--- src/verilog/rx_lane_settings.svh ---
`ifndef RX_LANE_SETTINGS_SVH
`define RX_LANE_SETTINGS_SVH

// Bit 0 of every word is the earliest bit on the wire
`define RX_SERDES_W   16
`define RX_HDR_W      2
`define RX_PAYLOAD_W  16
`define RX_BLOCK_W    18

// Block aligner thresholds
`define RX_LOCK_GOOD  64
`define RX_BAD_WINDOW 64
`define RX_BAD_LIMIT  16

// Scrambler polynomial x^58 + x^39 + 1
`define RX_SCR_LEN    58
`define RX_SCR_TAP    39

`endif
--- src/verilog/rx_lane_pkg.sv ---
`include "rx_lane_settings.svh"

package rx_lane_pkg;

    typedef logic [`RX_SERDES_W-1:0]  serdes_word_t;
    typedef logic [`RX_HDR_W-1:0]     sync_hdr_t;   // 2'b01 data, 2'b10 control
    typedef logic [`RX_PAYLOAD_W-1:0] payload_t;

    // Bit 0 holds the most recently received scrambled bit
    typedef logic [`RX_SCR_LEN-1:0]   scr_state_t;

    typedef enum logic {
        ALIGN_HUNT,
        ALIGN_LOCKED
    } align_state_t;

endpackage

--- src/verilog/block_if.sv ---
`timescale 1ns/100ps

interface block_if import rx_lane_pkg::*; ();

    logic      blk_valid;
    sync_hdr_t blk_header;
    payload_t  blk_payload;
    logic      slip;          // One-cycle pulse that drops the oldest buffered bit

    modport gearbox (
        output blk_valid, blk_header, blk_payload,
        input  slip
    );

    modport aligner (
        input  blk_valid, blk_header, blk_payload,
        output slip
    );

endinterface

--- src/verilog/block_aligner.sv ---
`timescale 1ns/100ps
`include "rx_lane_settings.svh"

module block_aligner import rx_lane_pkg::*; (
    input  logic      i_clk,
    input  logic      i_rst,
    block_if.aligner  blk,
    output logic      o_lock,
    output logic      o_blk_valid,
    output sync_hdr_t o_blk_header,
    output payload_t  o_blk_payload
);

    localparam int GOOD_W = $clog2(`RX_LOCK_GOOD);
    localparam int WIN_W  = $clog2(`RX_BAD_WINDOW);
    localparam int BAD_W  = $clog2(`RX_BAD_LIMIT + 1);

    align_state_t      state;
    logic [GOOD_W-1:0] good_cnt;
    logic [WIN_W-1:0]  win_cnt;
    logic [BAD_W-1:0]  bad_cnt;
    logic              hdr_check;
    logic              hdr_ok;

    // A block shown during the slip cycle was framed before the slip took effect
    assign hdr_check = blk.blk_valid && !blk.slip;
    assign hdr_ok    = ^blk.blk_header;  // Only 01 and 10 are legal

    always_ff @(posedge i_clk) begin
        if (i_rst) begin
            state    <= ALIGN_HUNT;
            good_cnt <= '0;
            win_cnt  <= '0;
            bad_cnt  <= '0;
            blk.slip <= 1'b0;
        end else begin
            blk.slip <= 1'b0;
            case (state)
                ALIGN_HUNT: begin
                    win_cnt <= '0;
                    bad_cnt <= '0;
                    if (hdr_check) begin
                        if (!hdr_ok) begin
                            good_cnt <= '0;
                            blk.slip <= 1'b1;  // Try the next bit position
                        end else if (good_cnt == GOOD_W'(`RX_LOCK_GOOD - 1)) begin
                            good_cnt <= '0;
                            state    <= ALIGN_LOCKED;
                        end else begin
                            good_cnt <= good_cnt + 1'b1;
                        end
                    end
                end
                ALIGN_LOCKED: begin
                    if (blk.blk_valid) begin
                        if (!hdr_ok && bad_cnt == BAD_W'(`RX_BAD_LIMIT - 1)) begin
                            state   <= ALIGN_HUNT;
                            win_cnt <= '0;
                            bad_cnt <= '0;
                        end else if (win_cnt == WIN_W'(`RX_BAD_WINDOW - 1)) begin
                            // Window closed without reaching the limit
                            win_cnt <= '0;
                            bad_cnt <= '0;
                        end else begin
                            win_cnt <= win_cnt + 1'b1;
                            if (!hdr_ok) begin
                                bad_cnt <= bad_cnt + 1'b1;
                            end
                        end
                    end
                end
                default: state <= ALIGN_HUNT;
            endcase
        end
    end

    assign o_lock = (state == ALIGN_LOCKED);

    // Blocks flow on even while hunting so the descrambler history stays filled
    assign o_blk_valid   = blk.blk_valid;
    assign o_blk_header  = blk.blk_header;
    assign o_blk_payload = blk.blk_payload;

    a_no_slip_locked: assert property (
        @(posedge i_clk) disable iff (i_rst)
        blk.slip |-> state == ALIGN_HUNT
    );

    a_slip_single: assert property (
        @(posedge i_clk) disable iff (i_rst)
        blk.slip |=> !blk.slip
    );

endmodule

--- src/verilog/descrambler.sv ---
`timescale 1ns/100ps
`include "rx_lane_settings.svh"

module descrambler import rx_lane_pkg::*; (
    input  logic      i_clk,
    input  logic      i_rst,
    input  logic      i_lock,
    input  logic      i_blk_valid,
    input  sync_hdr_t i_blk_header,
    input  payload_t  i_blk_payload,
    output logic      o_valid,
    output logic      o_ctrl,
    output payload_t  o_data
);

    scr_state_t history;
    scr_state_t next_history;
    payload_t   plain;

    // Bit 0 of the payload is the first bit sent
    always_comb begin
        next_history = history;
        for (int i = 0; i < `RX_PAYLOAD_W; i++) begin
            plain[i] = i_blk_payload[i] ^ next_history[`RX_SCR_LEN-1]
                     ^ next_history[`RX_SCR_TAP-1];
            next_history = {next_history[`RX_SCR_LEN-2:0], i_blk_payload[i]};
        end
    end

    always_ff @(posedge i_clk) begin
        if (i_rst) begin
            o_valid <= 1'b0;
        end else begin
            o_valid <= i_blk_valid && i_lock;
        end
    end

    always_ff @(posedge i_clk) begin
        if (i_blk_valid) begin
            history <= next_history;  // Holds scrambled bits so the state resyncs itself
            o_data  <= plain;
            o_ctrl  <= (i_blk_header == 2'b10);
        end
    end

endmodule

--- src/verilog/rx_gearbox.sv ---
`timescale 1ns/100ps
`include "rx_lane_settings.svh"

module rx_gearbox import rx_lane_pkg::*; (
    input  logic         i_clk,
    input  logic         i_rst,
    input  serdes_word_t i_data,
    block_if.gearbox     blk
);

    localparam int BUF_W  = `RX_BLOCK_W + `RX_SERDES_W;
    localparam int FILL_W = $clog2(BUF_W + 1);

    logic [BUF_W-1:0]  shift_buf;  // Oldest bit at position 0
    logic [FILL_W-1:0] fill;
    logic [BUF_W-1:0]  slip_buf;
    logic [FILL_W-1:0] slip_fill;
    logic [BUF_W-1:0]  rest_buf;
    logic [FILL_W-1:0] rest_fill;
    logic              emit;
    logic [7:0]        valid_hist;

    // Slip first, then take a block off the bottom, then append the new word on top
    always_comb begin
        slip_buf  = shift_buf;
        slip_fill = fill;
        if (blk.slip && fill != '0) begin
            slip_buf  = shift_buf >> 1;
            slip_fill = fill - 1'b1;
        end
        emit = slip_fill >= FILL_W'(`RX_BLOCK_W);
        if (emit) begin
            rest_buf  = slip_buf >> `RX_BLOCK_W;
            rest_fill = slip_fill - FILL_W'(`RX_BLOCK_W);
        end else begin
            rest_buf  = slip_buf;
            rest_fill = slip_fill;
        end
    end

    always_ff @(posedge i_clk) begin
        if (i_rst) begin
            shift_buf     <= '0;
            fill          <= '0;
            blk.blk_valid <= 1'b0;
        end else begin
            // Bits above the fill level are always zero, so the new word can be ORed in
            shift_buf     <= rest_buf | (BUF_W'(i_data) << rest_fill);
            fill          <= rest_fill + FILL_W'(`RX_SERDES_W);
            blk.blk_valid <= emit;
        end
    end

    // Header goes first on the wire, payload follows
    always_ff @(posedge i_clk) begin
        if (emit) begin
            blk.blk_header  <= slip_buf[`RX_HDR_W-1:0];
            blk.blk_payload <= slip_buf[`RX_BLOCK_W-1:`RX_HDR_W];
        end
    end

    always_ff @(posedge i_clk) begin
        if (i_rst) begin
            valid_hist <= '0;
        end else begin
            valid_hist <= {valid_hist[6:0], blk.blk_valid};
        end
    end

    a_fill_max: assert property (
        @(posedge i_clk) disable iff (i_rst)
        fill <= FILL_W'(BUF_W)
    );

    // 16 bits in per cycle cannot sustain nine 18-bit blocks in a row
    a_block_rate: assert property (
        @(posedge i_clk) disable iff (i_rst)
        blk.blk_valid |-> !(&valid_hist)
    );

endmodule

--- src/verilog/rx_lane.sv ---
`timescale 1ns/100ps

module rx_lane import rx_lane_pkg::*; (
    input  logic         i_clk,
    input  logic         i_rst,
    input  serdes_word_t i_data,
    output logic         o_lock,
    output logic         o_valid,
    output logic         o_ctrl,
    output payload_t     o_data
);

    logic      al_blk_valid;
    sync_hdr_t al_blk_header;
    payload_t  al_blk_payload;

    // Blocks run from gearbox to aligner and slip runs back the other way
    block_if blk_bus ();

    rx_gearbox rx_gearbox_inst (
        .i_clk  (i_clk),
        .i_rst  (i_rst),
        .i_data (i_data),
        .blk    (blk_bus.gearbox)
    );

    block_aligner block_aligner_inst (
        .i_clk         (i_clk),
        .i_rst         (i_rst),
        .blk           (blk_bus.aligner),
        .o_lock        (o_lock),
        .o_blk_valid   (al_blk_valid),
        .o_blk_header  (al_blk_header),
        .o_blk_payload (al_blk_payload)
    );

    descrambler descrambler_inst (
        .i_clk         (i_clk),
        .i_rst         (i_rst),
        .i_lock        (o_lock),
        .i_blk_valid   (al_blk_valid),
        .i_blk_header  (al_blk_header),
        .i_blk_payload (al_blk_payload),
        .o_valid       (o_valid),
        .o_ctrl        (o_ctrl),
        .o_data        (o_data)
    );

endmodule

--- config.mk ---
export PLATFORM = sky130hd
export DESIGN_NAME = rx_lane
export DESIGN_NICKNAME = d
export VERILOG_FILES = /design/src/verilog/rx_lane_pkg.sv /design/src/verilog/block_if.sv /design/src/verilog/block_aligner.sv /design/src/verilog/descrambler.sv /design/src/verilog/rx_gearbox.sv /design/src/verilog/rx_lane.sv
export VERILOG_INCLUDE_DIRS = /design/src /design/src/verilog
export SDC_FILE = /design/constraint.sdc
export NUM_CORES = 1
export LEC_CHECK = 0
export ABC_CLOCK_PERIOD_IN_PS = 5100
export BUFFER_PORTS_ARGS = -buffer_cell sky130_fd_sc_hd__buf_2
export CORE_MARGIN = 5
export CORE_UTILIZATION = 40
export DETAILED_ROUTE_END_ITERATION = 12
export MAX_ROUTING_LAYER = met4
export PLACE_DENSITY = 0.62
export SYNTH_ARGS = -nofsm -noshare
export SYNTH_HDL_FRONTEND = slang
export SYNTH_SLANG_ARGS = --single-unit
--- constraint.sdc ---
create_clock -name i_clk -period 5.1 [get_ports i_clk]
set_clock_uncertainty 0.05 [all_clocks]
set_input_delay 1.02 -clock i_clk [delete_from_list [all_inputs] [get_ports i_clk]]
set_output_delay 1.02 -clock i_clk [all_outputs]
set_load 0.05 [all_outputs]
**Word level (Yosys, flattened, before mapping)**

Cells that the tools add are included.
W data, S select, Z words.

- Bitwise logic cells: 35
- Shifts and indexed selects: 1
- Multiplexer cells: 22
- Add/sub/neg operators: 6
- Equality and inequality tests: 6
- Reductions and logical operators: 11
- $lt $le $gt $ge: 1

Operators with widths:

| operator | count |
|---|---|
| $mux W34 | 2 |
| $mux W6 | 7 |
| $or A34 B34 Y34 | 1 |
| $shl A16 B6 Y34 | 1 |
| $xor A1 B1 Y1 | 32 |
| $mux W5 | 4 |
| $add A6 B1 Y6 const B | 2 |
| $eq A6 B6 Y1 const B | 2 |
| $pmux W6 S2 | 1 |
| $pmux W5 S2 | 1 |
| $add A6 B5 Y6 const B | 1 |
| $ge A6 B5 Y1 const B | 1 |
| $mux W1 | 6 |
| $reduce_bool A6 Y1 | 1 |
| $sub A6 B1 Y6 const B | 1 |
| $sub A6 B5 Y6 const B | 1 |
| $add A5 B1 Y5 const B | 1 |
| $eq A5 B4 Y1 const B | 1 |
| $logic_and A1 B1 Y1 | 4 |
| $ne A4 B4 Y1 const B | 1 |
| $reduce_and A2 Y1 | 2 |
| $reduce_or A3 Y1 | 1 |
| $eq A2 B2 Y1 const B | 1 |
| $logic_not A1 Y1 | 2 |
| 4 further kinds | 5 |

- Word-level logic and storage cells: 96
- Bits of input ports: 18
- Bits in registers: 154
- Output and inout port bits: 19

**Depth between registers and ports, before layout**

Gate-level depths: netlist of run 1.

- Depth in word-level cells: 7
- Gate-level depth with buffers: 16
- Gate-level depth less buffers: 13

**Cells and area by module**

Synthesis of run 1 repeated with hierarchy kept, for this count alone.

- Cells, all modules: 669
- Area total of the unflattened synthesis: 7751.2 µm²

By module, submodules not included:

| module | instances | cells each | area an instance (µm²) |
|---|---|---|---|
| rx_gearbox | 1 | 443 | 3988.8 |
| descrambler | 1 | 94 | 2667.6 |
| block_aligner | 1 | 132 | 1094.8 |

**Least setup slack after synthesis of run 1**

Ideal clock, no wire load.

- Path type: flip-flop to flip-flop
- Start: reg rx_gearbox_inst.fill[1]
- End: reg rx_gearbox_inst.shift_buf[12]
- Library setup time: 0.115 ns
- Path buffers: 3
- Setup slack: 1.384 ns
- Arrival time: 3.552 ns
- Required time: 4.935 ns
- Cell stages (with the launch flop): 13
- Period minus slack after synthesis: 3.716 ns
- Path through: dfxtp_1 > clkbuf_1 > inv_1 > ha_1 > nor2b_1 > or4_4 > a211oi_4 > nor3_2 > clkbuf_1 > inv_2 > clkbuf_1 > a21oi_1 > o21a_1

- Longest elaborated chain between the ends: 7
- Elaborated cells between the ends (all ways): 11

Ends and longest elaborated chain:

| what | line | RTL |
|---|---|---|
| start: declaration | rx_gearbox.sv:15 | `logic [FILL_W-1:0] fill;` |
| start signal: assignment | rx_gearbox.sv:49 | `` fill <= rest_fill + FILL_W'(`RX_SERDES_W); `` |
| branches (longest 2 deep; another with $sub A6 B1 Y6) | -- |  |
| $mux W6 * | rx_gearbox.sv:27 | `if (blk.slip && fill != '0) begin` |
| $ge A6 B5 Y1 * | rx_gearbox.sv:31 | `` emit = slip_fill >= FILL_W'(`RX_BLOCK_W); `` |
| via rx_gearbox_inst.emit | rx_gearbox.sv:20 | `logic emit;` |
| $mux W6 | rx_gearbox.sv:32 | `if (emit) begin` |
| $shl A16 B6 Y34 | rx_gearbox.sv:48 | `shift_buf <= rest_buf \| (BUF_W'(i_data) << rest_fill);` |
| $or A34 B34 Y34 * | rx_gearbox.sv:48 |  |
| end signal: assignment | rx_gearbox.sv:48 |  |
| end: declaration | rx_gearbox.sv:14 | `logic [BUF_W-1:0] shift_buf;` |

Mark *: on every way through the listed nets, which the timed path passes.
A chain may end at the register's enable or synchronous reset.

**Worst setup path in the final report of run 1**

- Start: reg rx_gearbox_inst.fill[1]
- End: reg rx_gearbox_inst.shift_buf[30]

- Longest elaborated chain between the ends: 7
- Elaborated cells between the ends (all ways): 11

Ends and longest elaborated chain:

| what | line |
|---|---|
| branches (longest 6 deep; another with $sub A6 B1 Y6) | -- |
| $or A34 B34 Y34 * | rx_gearbox.sv:48 |

Mark *: on every way between the ends.

==> results of run 1 <==
-- stage by stage --
step                      setup slack (ps)  std cells  power (µW)  utilization (%)
after floorplan                       1380        776        4580                -
after global placement                 872       1055        5410             42.6
after detailed placement               874       1055        5400             42.6
after CTS                              847       1087        6680             45.6
after global routing                   498       1087        7110             45.6
final                                  771       1087        6700             45.6
-- cells by family after synthesis --
kind of cell	after synthesis	synth area share (%)
compound gates	189	16.8
xor+xnor	34	3.78
fa+ha+maj	8	1.24
buf+inv	53	2.82
flops	154	49.7
mux	64	9.86
simple gates	274	15.8
-- flip-flops by register name, summed over array words and instances, names as in the netlist --
name,cells
rx_gearbox_inst.blk.blk_header,2
block_aligner_inst.o_lock,1
rx_gearbox_inst.fill,6
descrambler_inst.o_valid,1
block_aligner_inst.bad_cnt,5
descrambler_inst.o_ctrl,1
block_aligner_inst.win_cnt,6
rx_gearbox_inst.blk.blk_valid,1
rx_gearbox_inst.blk.blk_payload,16
descrambler_inst.o_data,16
descrambler_inst.history,58
block_aligner_inst.blk.slip,1
rx_gearbox_inst.shift_buf,34
block_aligner_inst.good_cnt,6
-- worst min-delay path by stage --
stage	end	slack (ps)
global placement	descrambler_inst.history[35]	350
finish	descrambler_inst.history[18]	370
floorplan	descrambler_inst.history[16]	350
CTS	descrambler_inst.history[57]	370
detailed placement	descrambler_inst.history[25]	350
global route	descrambler_inst.history[37]	380
-- critical path, delay by kind of cell (launching register included) --
kind | cells | cell delay (ps)
AOI/OAI and AO/OA | 5 | 1510
muxes | 2 | 530
buffers and inverters | 1 | 230
DFF | 1 | 440
and+or+nand+nor | 2 | 1210
adders and majority gates | 1 | 230
-- metal layers --
layer  global-route usage [%]  routed length [µm]
met1                     23.1                9030
met2                     25.9                8930
met3                     2.70                 789
met4                     5.31                 359
met5                        -                   0
-- synthesized netlist by cell type, types with 8 or more instances --
| cell type | instances |
|---|---|
| and3_1 | 13 |
| inv_1 | 10 |
| nor2_1 | 73 |
| a31oi_1 | 9 |
| o21ai_0 | 27 |
| ha_1 | 8 |
| xnor2_1 | 32 |
| mux2i_1 | 48 |
| nor3_1 | 14 |
| a21oi_1 | 46 |
| nand3_1 | 15 |
| o22ai_1 | 8 |
| nand2_1 | 110 |
| buf_2 | 8 |
| edfxtp_1 | 93 |
| mux4_2 | 11 |
| dfxtp_1 | 61 |
| clkbuf_1 | 25 |
| o21a_1 | 9 |
-- final cells by class --
cell class / count / share of cell area, %
flip-flops and latches: 154 / 43.9
repair buffers: 50 / 3.12
well taps: 270 / 3.69
inverters: 12 / 0.493
clock buffers: 17 / 4.65
multi-input cells: 569 / 42.1
clock inverters: 15 / 2.04
-- power by group through the flow --
| stage | clock network, µW | logic (µW) | registers [µW] |
|---|---|---|---|
| 2_1_floorplan | 0 | 2380 | 2200 |
| 3_3_place_gp | 0 | 3280 | 2130 |
| 3_5_place_dp | 0 | 3270 | 2130 |
| 4_1_cts | 1290 | 3280 | 2110 |
| 5_1_grt | 1360 | 3600 | 2150 |
| 6_report | 1270 | 3330 | 2100 |
==> flow_summary.ini, run 1 <==
[placement]
dp_hpwl_um = 13500
post_dp_cell_area_um2 = 8530
portBuffers = 36
place.gp.congestion = 0.977

[critical_path]
end_kind = flip-flop
worst_path_max_delay_cell = and2_1
critical_path_required_ps = 5370
cp_max_fo = 19
max_stage_delay_ps = 770
reg2reg_depth = 11
r2r_setup_slack_ps = 770
setup.worst_path.start_class = flip-flop
crit_arrival_ps = 4600
worstPathCellList = inv_1 > ha_1 > or3b_1 > o211ai_1 > and2_1 > mux2i_1 > o22ai_1 > a211o_1 > o22ai_2 > mux2i_1 > o311a_1
path_class = reg -> reg
timing.rr.start = rx_gearbox_inst.fill[1]
r2r_end = rx_gearbox_inst.shift_buf[30]
cp_common_cell = mux2i_1
endpoint = rx_gearbox_inst.shift_buf[30]
cp-startpoint = rx_gearbox_inst.fill[1]

[cts]
clock_latency_ps = 430
cts_buffers = 17
clock_path_buffers = 2
cts_resized = 0
cts_root_buf = clkbuf_16
cts_hold_buf = 0
postCtsSetupBuffers = 0
cts_sinks = 154
cts.htree.levels = 4
clk_pin_slew_ps = 70
cts_tree = built

[yosys]
ys_seq_area_share_pct = 49.7
synth_edf_count = 93
synth.avg_cell_area_um2 = 10.4
netlist_instances = 776
synth_top_area_share_pct = 34.6
synthTopCellsByArea = edfxtp_1, dfxtp_1, mux2i_1
syn_nets = 802
synth-seq-cells = 154
synth.distinct_cells = 81
synth_largest_area_cell = edfxtp_1
synth_top_flop_cell = edfxtp_1
synth_async_sr_flop_share_pct = 0
yosysWarnings = 0
mappedNetlistArea_um2 = 8070

[drt]
dr_total_vias = 6030
firstDrtPassIters = 6
routed_wl_um = 19100
vias_per_cell = 5.55
ant_nets = 0
route.detailed.drc = 0
post_drt_wl_per_cell_um = 17.6
first_iter_violations = 482

[run_status]
status = finished, final reports clean

[die]
die_w_um = 152
die_h_um = 152
num_io_pins = 37
start_util_pct = 40.3
core_um2 = 20000
die-area_um2 = 23100
rows = 52

[finish]
nFillCells = 1939
syn2layout_area_growth_pct = 13.3
most-common-layout-cells = nand2_1, edfxtp_1, nor2_1
layout-drive-gt1-share_pct = 15.7
regArea_um2 = 4020
fin_area_um2 = 9150
n_antenna_cell = 0
final_common_cell = nand2_1
layout.nets = 830
multi_input_area_um2 = 3850

[sta]
slew_viol_final = 0
layout_worst_path_cycle_share_pct = 84.9
hold_viol = 0
rsz0062_at_grt = no
period_needed_ps = 4330
tightest_slew_ps = 992
slew_headroom_pct = 33.9
fmax_mhz = 231
final-setup-viol-count = 0
final.setup.tns_ps = 0
hold_ws_ps = 367

[grt]
overflow = 0
track_usage_pct = 16.9
grt_max_degree = 83
grt_pass1_wl_um = 31100
grt_pass1_vias = 5732
antenna_found_initial = 0

[pwr]
pwr-share-seq_pct = 31.3
internal_power_uw = 3760
switching_power_uw = 2940
combPwrFrac_pct = 49.7
power_leakage_uw = 0.00357
power_density_nw_per_um2 = 733
swShare_pct = 43.9
clkPwrFrac_pct = 18.9
irDropWorstVdd_uv = 337

[worst_hold_path]
hold_depth = 0
min_from = descrambler_inst.history[2]
worstHoldPathType = reg -> reg

[flow_run]
maxCapViolations = 0
No activity file was read; power rests on OpenSTA's default activity.
==> inputs of run 2 (changes only) <==
--- a/config.mk
+++ b/config.mk
@@ -6,7 +6,8 @@
 export SDC_FILE = /design/constraint.sdc
 export NUM_CORES = 1
 export LEC_CHECK = 0
-export ABC_CLOCK_PERIOD_IN_PS = 5100
+export ABC_AREA = 1
+export ABC_CLOCK_PERIOD_IN_PS = 4150
 export BUFFER_PORTS_ARGS = -buffer_cell sky130_fd_sc_hd__buf_2
 export CORE_MARGIN = 5
 export CORE_UTILIZATION = 40
==> constraint.sdc (replaced) <==
create_clock -name i_clk -period 4.15 [get_ports i_clk]
set_clock_uncertainty 0.05 [all_clocks]
set_input_delay 0.83 -clock i_clk [delete_from_list [all_inputs] [get_ports i_clk]]
set_output_delay 0.83 -clock i_clk [all_outputs]
set_load 0.05 [all_outputs]
==> flow_summary.ini, run 2 <==
[die]
die_w_um = 148
rows = 50
start_util_pct = 40.6
core_um2 = 18700
die-area_um2 = 21800
num_io_pins = 37
die_h_um = 148

[yosys]
yosys.area_share.simple_pct = 26.2
synth_async_sr_flop_share_pct = 0
syn_nets = 881
synthTopCellsByArea = edfxtp_1, dfxtp_1, nand2_1
synth_xor_area_share_pct = 4.04
yosysWarnings = 0
ys_seq_area_share_pct = 52.9
synthAdderAreaFrac_pct = 1.32
synth.distinct_cells = 44
synth_top_flop_cell = edfxtp_1
synth.avg_cell_area_um2 = 8.88
yosysMostFrequentCell = nand2_1
netlist_instances = 855
synth.area.mux_share_pct = 0
mappedNetlistArea_um2 = 7590
synth_largest_area_cell = edfxtp_1
synth_compound_area_share_pct = 9.03
synth_edf_count = 93
netlist_top_cells_count = nand2_1, edfxtp_1, nand3_1
synth-seq-cells = 154
synth_top_area_share_pct = 36.8
synth_top_family_by_area = simple AND/OR/NAND/NOR gates

[critical_path]
cp_max_fo = 43
critical_path_required_ps = 4380
cp.depth = 16
end_kind = flip-flop
crit_arrival_ps = 3710
endpoint = rx_gearbox_inst.shift_buf[16]
worst_path_max_delay_cell = o21ai_4
critPathBufInv = 2
path_delay_family = simple AND/OR/NAND/NOR gates
max_stage_delay_ps = 620
cp-startpoint = rx_gearbox_inst.fill[0]
r2r_setup_slack_ps = 680
worstPathCellList = inv_1 > ha_1 > nand3_2 > nand2_2 > buf_4 > nand2_1 > nand2_2 > nand3_4 > nand2_4 > nand2_8 > o21ai_4 > nand3_1 > nand2_1 > nand2_1 > nand3_1 > a21oi_1
r2r_end = rx_gearbox_inst.shift_buf[16]
cp_common_cell = nand2_1
reg2reg_depth = 16
timing.rr.start = rx_gearbox_inst.fill[0]
setup.worst_path.start_class = flip-flop
path_class = reg -> reg

[finish]
n_antenna_cell = 0
reg_top3 = descrambler_inst.history x58, rx_gearbox_inst.shift_buf x34
layout.nets = 908
fin_util_pct = 45.3
syn2layout_area_growth_pct = 11.5
regMostFlops = descrambler_inst.history
fin_area_um2 = 8470
fin_cells = 1128
final_common_cell = nand2_1
layout-drive-gt1-share_pct = 13.8
largest_register_ffs = 58
most-common-layout-cells = nand2_1, edfxtp_1, nand3_1

[sta]
rsz0062_at_grt = no
final.setup.tns_ps = 0
fmax_mhz = 288
slew_headroom_pct = 38.5
slew_viol_final = 0
period_needed_ps = 3470
layout_worst_path_cycle_share_pct = 83.7
hold_viol = 0
tightest_slew_ps = 923
final-setup-viol-count = 0

[cts]
postCtsSetupBuffers = 0
cts.htree.levels = 4
cts_tree = built
clk_pin_slew_ps = 60
clock_latency_ps = 420
cts_hold_buf = 0
cts_root_buf = clkbuf_16
cts_sinks = 154
cts_resized = 0
clock_path_buffers = 2
cts_buffers = 17

[flow_run]
maxCapViolations = 0

[grt]
grt_pass1_vias = 5278
grt_pass1_wl_um = 27300
antenna_found_initial = 0
grt_max_degree = 76
track_usage_pct = 16.0
overflow = 0

[drt]
post_drt_wl_per_cell_um = 14.5
firstDrtPassIters = 5
route.detailed.drc = 0
first_iter_violations = 457
ant_nets = 0
dr_total_vias = 5691
vias_per_cell = 5.05
routed_wl_um = 16300

[worst_hold_path]
worstHoldPathType = reg -> reg

[placement]
dp_hpwl_um = 11500
post_dp_cell_area_um2 = 7900
dp_cells = 1097
portBuffers = 36
place.gp.congestion = 0.950

[run_status]
status = finished, final reports clean
-- run 2: how the worst min path moves through the flow --
stage	from	end	slack, ps	depth (start not counted)
after floorplan	descrambler_inst.history[0]	descrambler_inst.history[16]	350	0
after global placement	descrambler_inst.history[13]	descrambler_inst.history[29]	350	0
after detailed placement	descrambler_inst.history[0]	descrambler_inst.history[16]	350	0
after CTS	descrambler_inst.history[21]	descrambler_inst.history[37]	360	0
after global routing	descrambler_inst.history[15]	descrambler_inst.history[31]	370	0
final	descrambler_inst.history[21]	descrambler_inst.history[37]	360	0
-- run 2: final cells by class --
type / instances / area, µm²
clock buffers: 18 / 429
clock inverters: 13 / 136
fillers: 1828 / 10200
inverters: 77 / 293
multi-input cells: 591 / 3080
flip-flops and latches: 154 / 4020
well taps: 234 / 293
repair buffers: 41 / 218
-- run 2: per-stage QoR --
stage          setup WS, ps  hold WS (ps)
2_1_floorplan           790           350
5_1_grt                 411           373
3_3_place_gp            725           351
3_5_place_dp            692           355
6_report                676           365
4_1_cts                 680           365
-- run 2: per-layer routing --
metal | GRT usage, % | share of wire [%]
met5 | - | 0
met4 | 5.22 | 1.7
met3 | 3.03 | 4.5
met2 | 23.7 | 45
met1 | 22.4 | 49
-- run 2: worst reg2reg max path, cell delays in order (launching register included) --
cell and delay, ps:
dfxtp_1 310, inv_1 140, ha_1 210, nand3_2 100, nand2_2 100, buf_4 340
nand2_1 110, nand2_2 170, nand3_4 100, nand2_4 130, nand2_8 230, o21ai_4 630
nand3_1 280, nand2_1 150, nand2_1 80, nand3_1 150, a21oi_1 80
-- run 2: kinds of logic after synthesis --
logic type,count (synthesis)
fa+ha+maj,8
flops,154
compound gates,121
buf+inv,110
xor+xnor,35
simple gates,427
Power of run 2 is not shown: default switching activity piles up to over one toggle a cycle in this logic, so the estimate is an artifact.
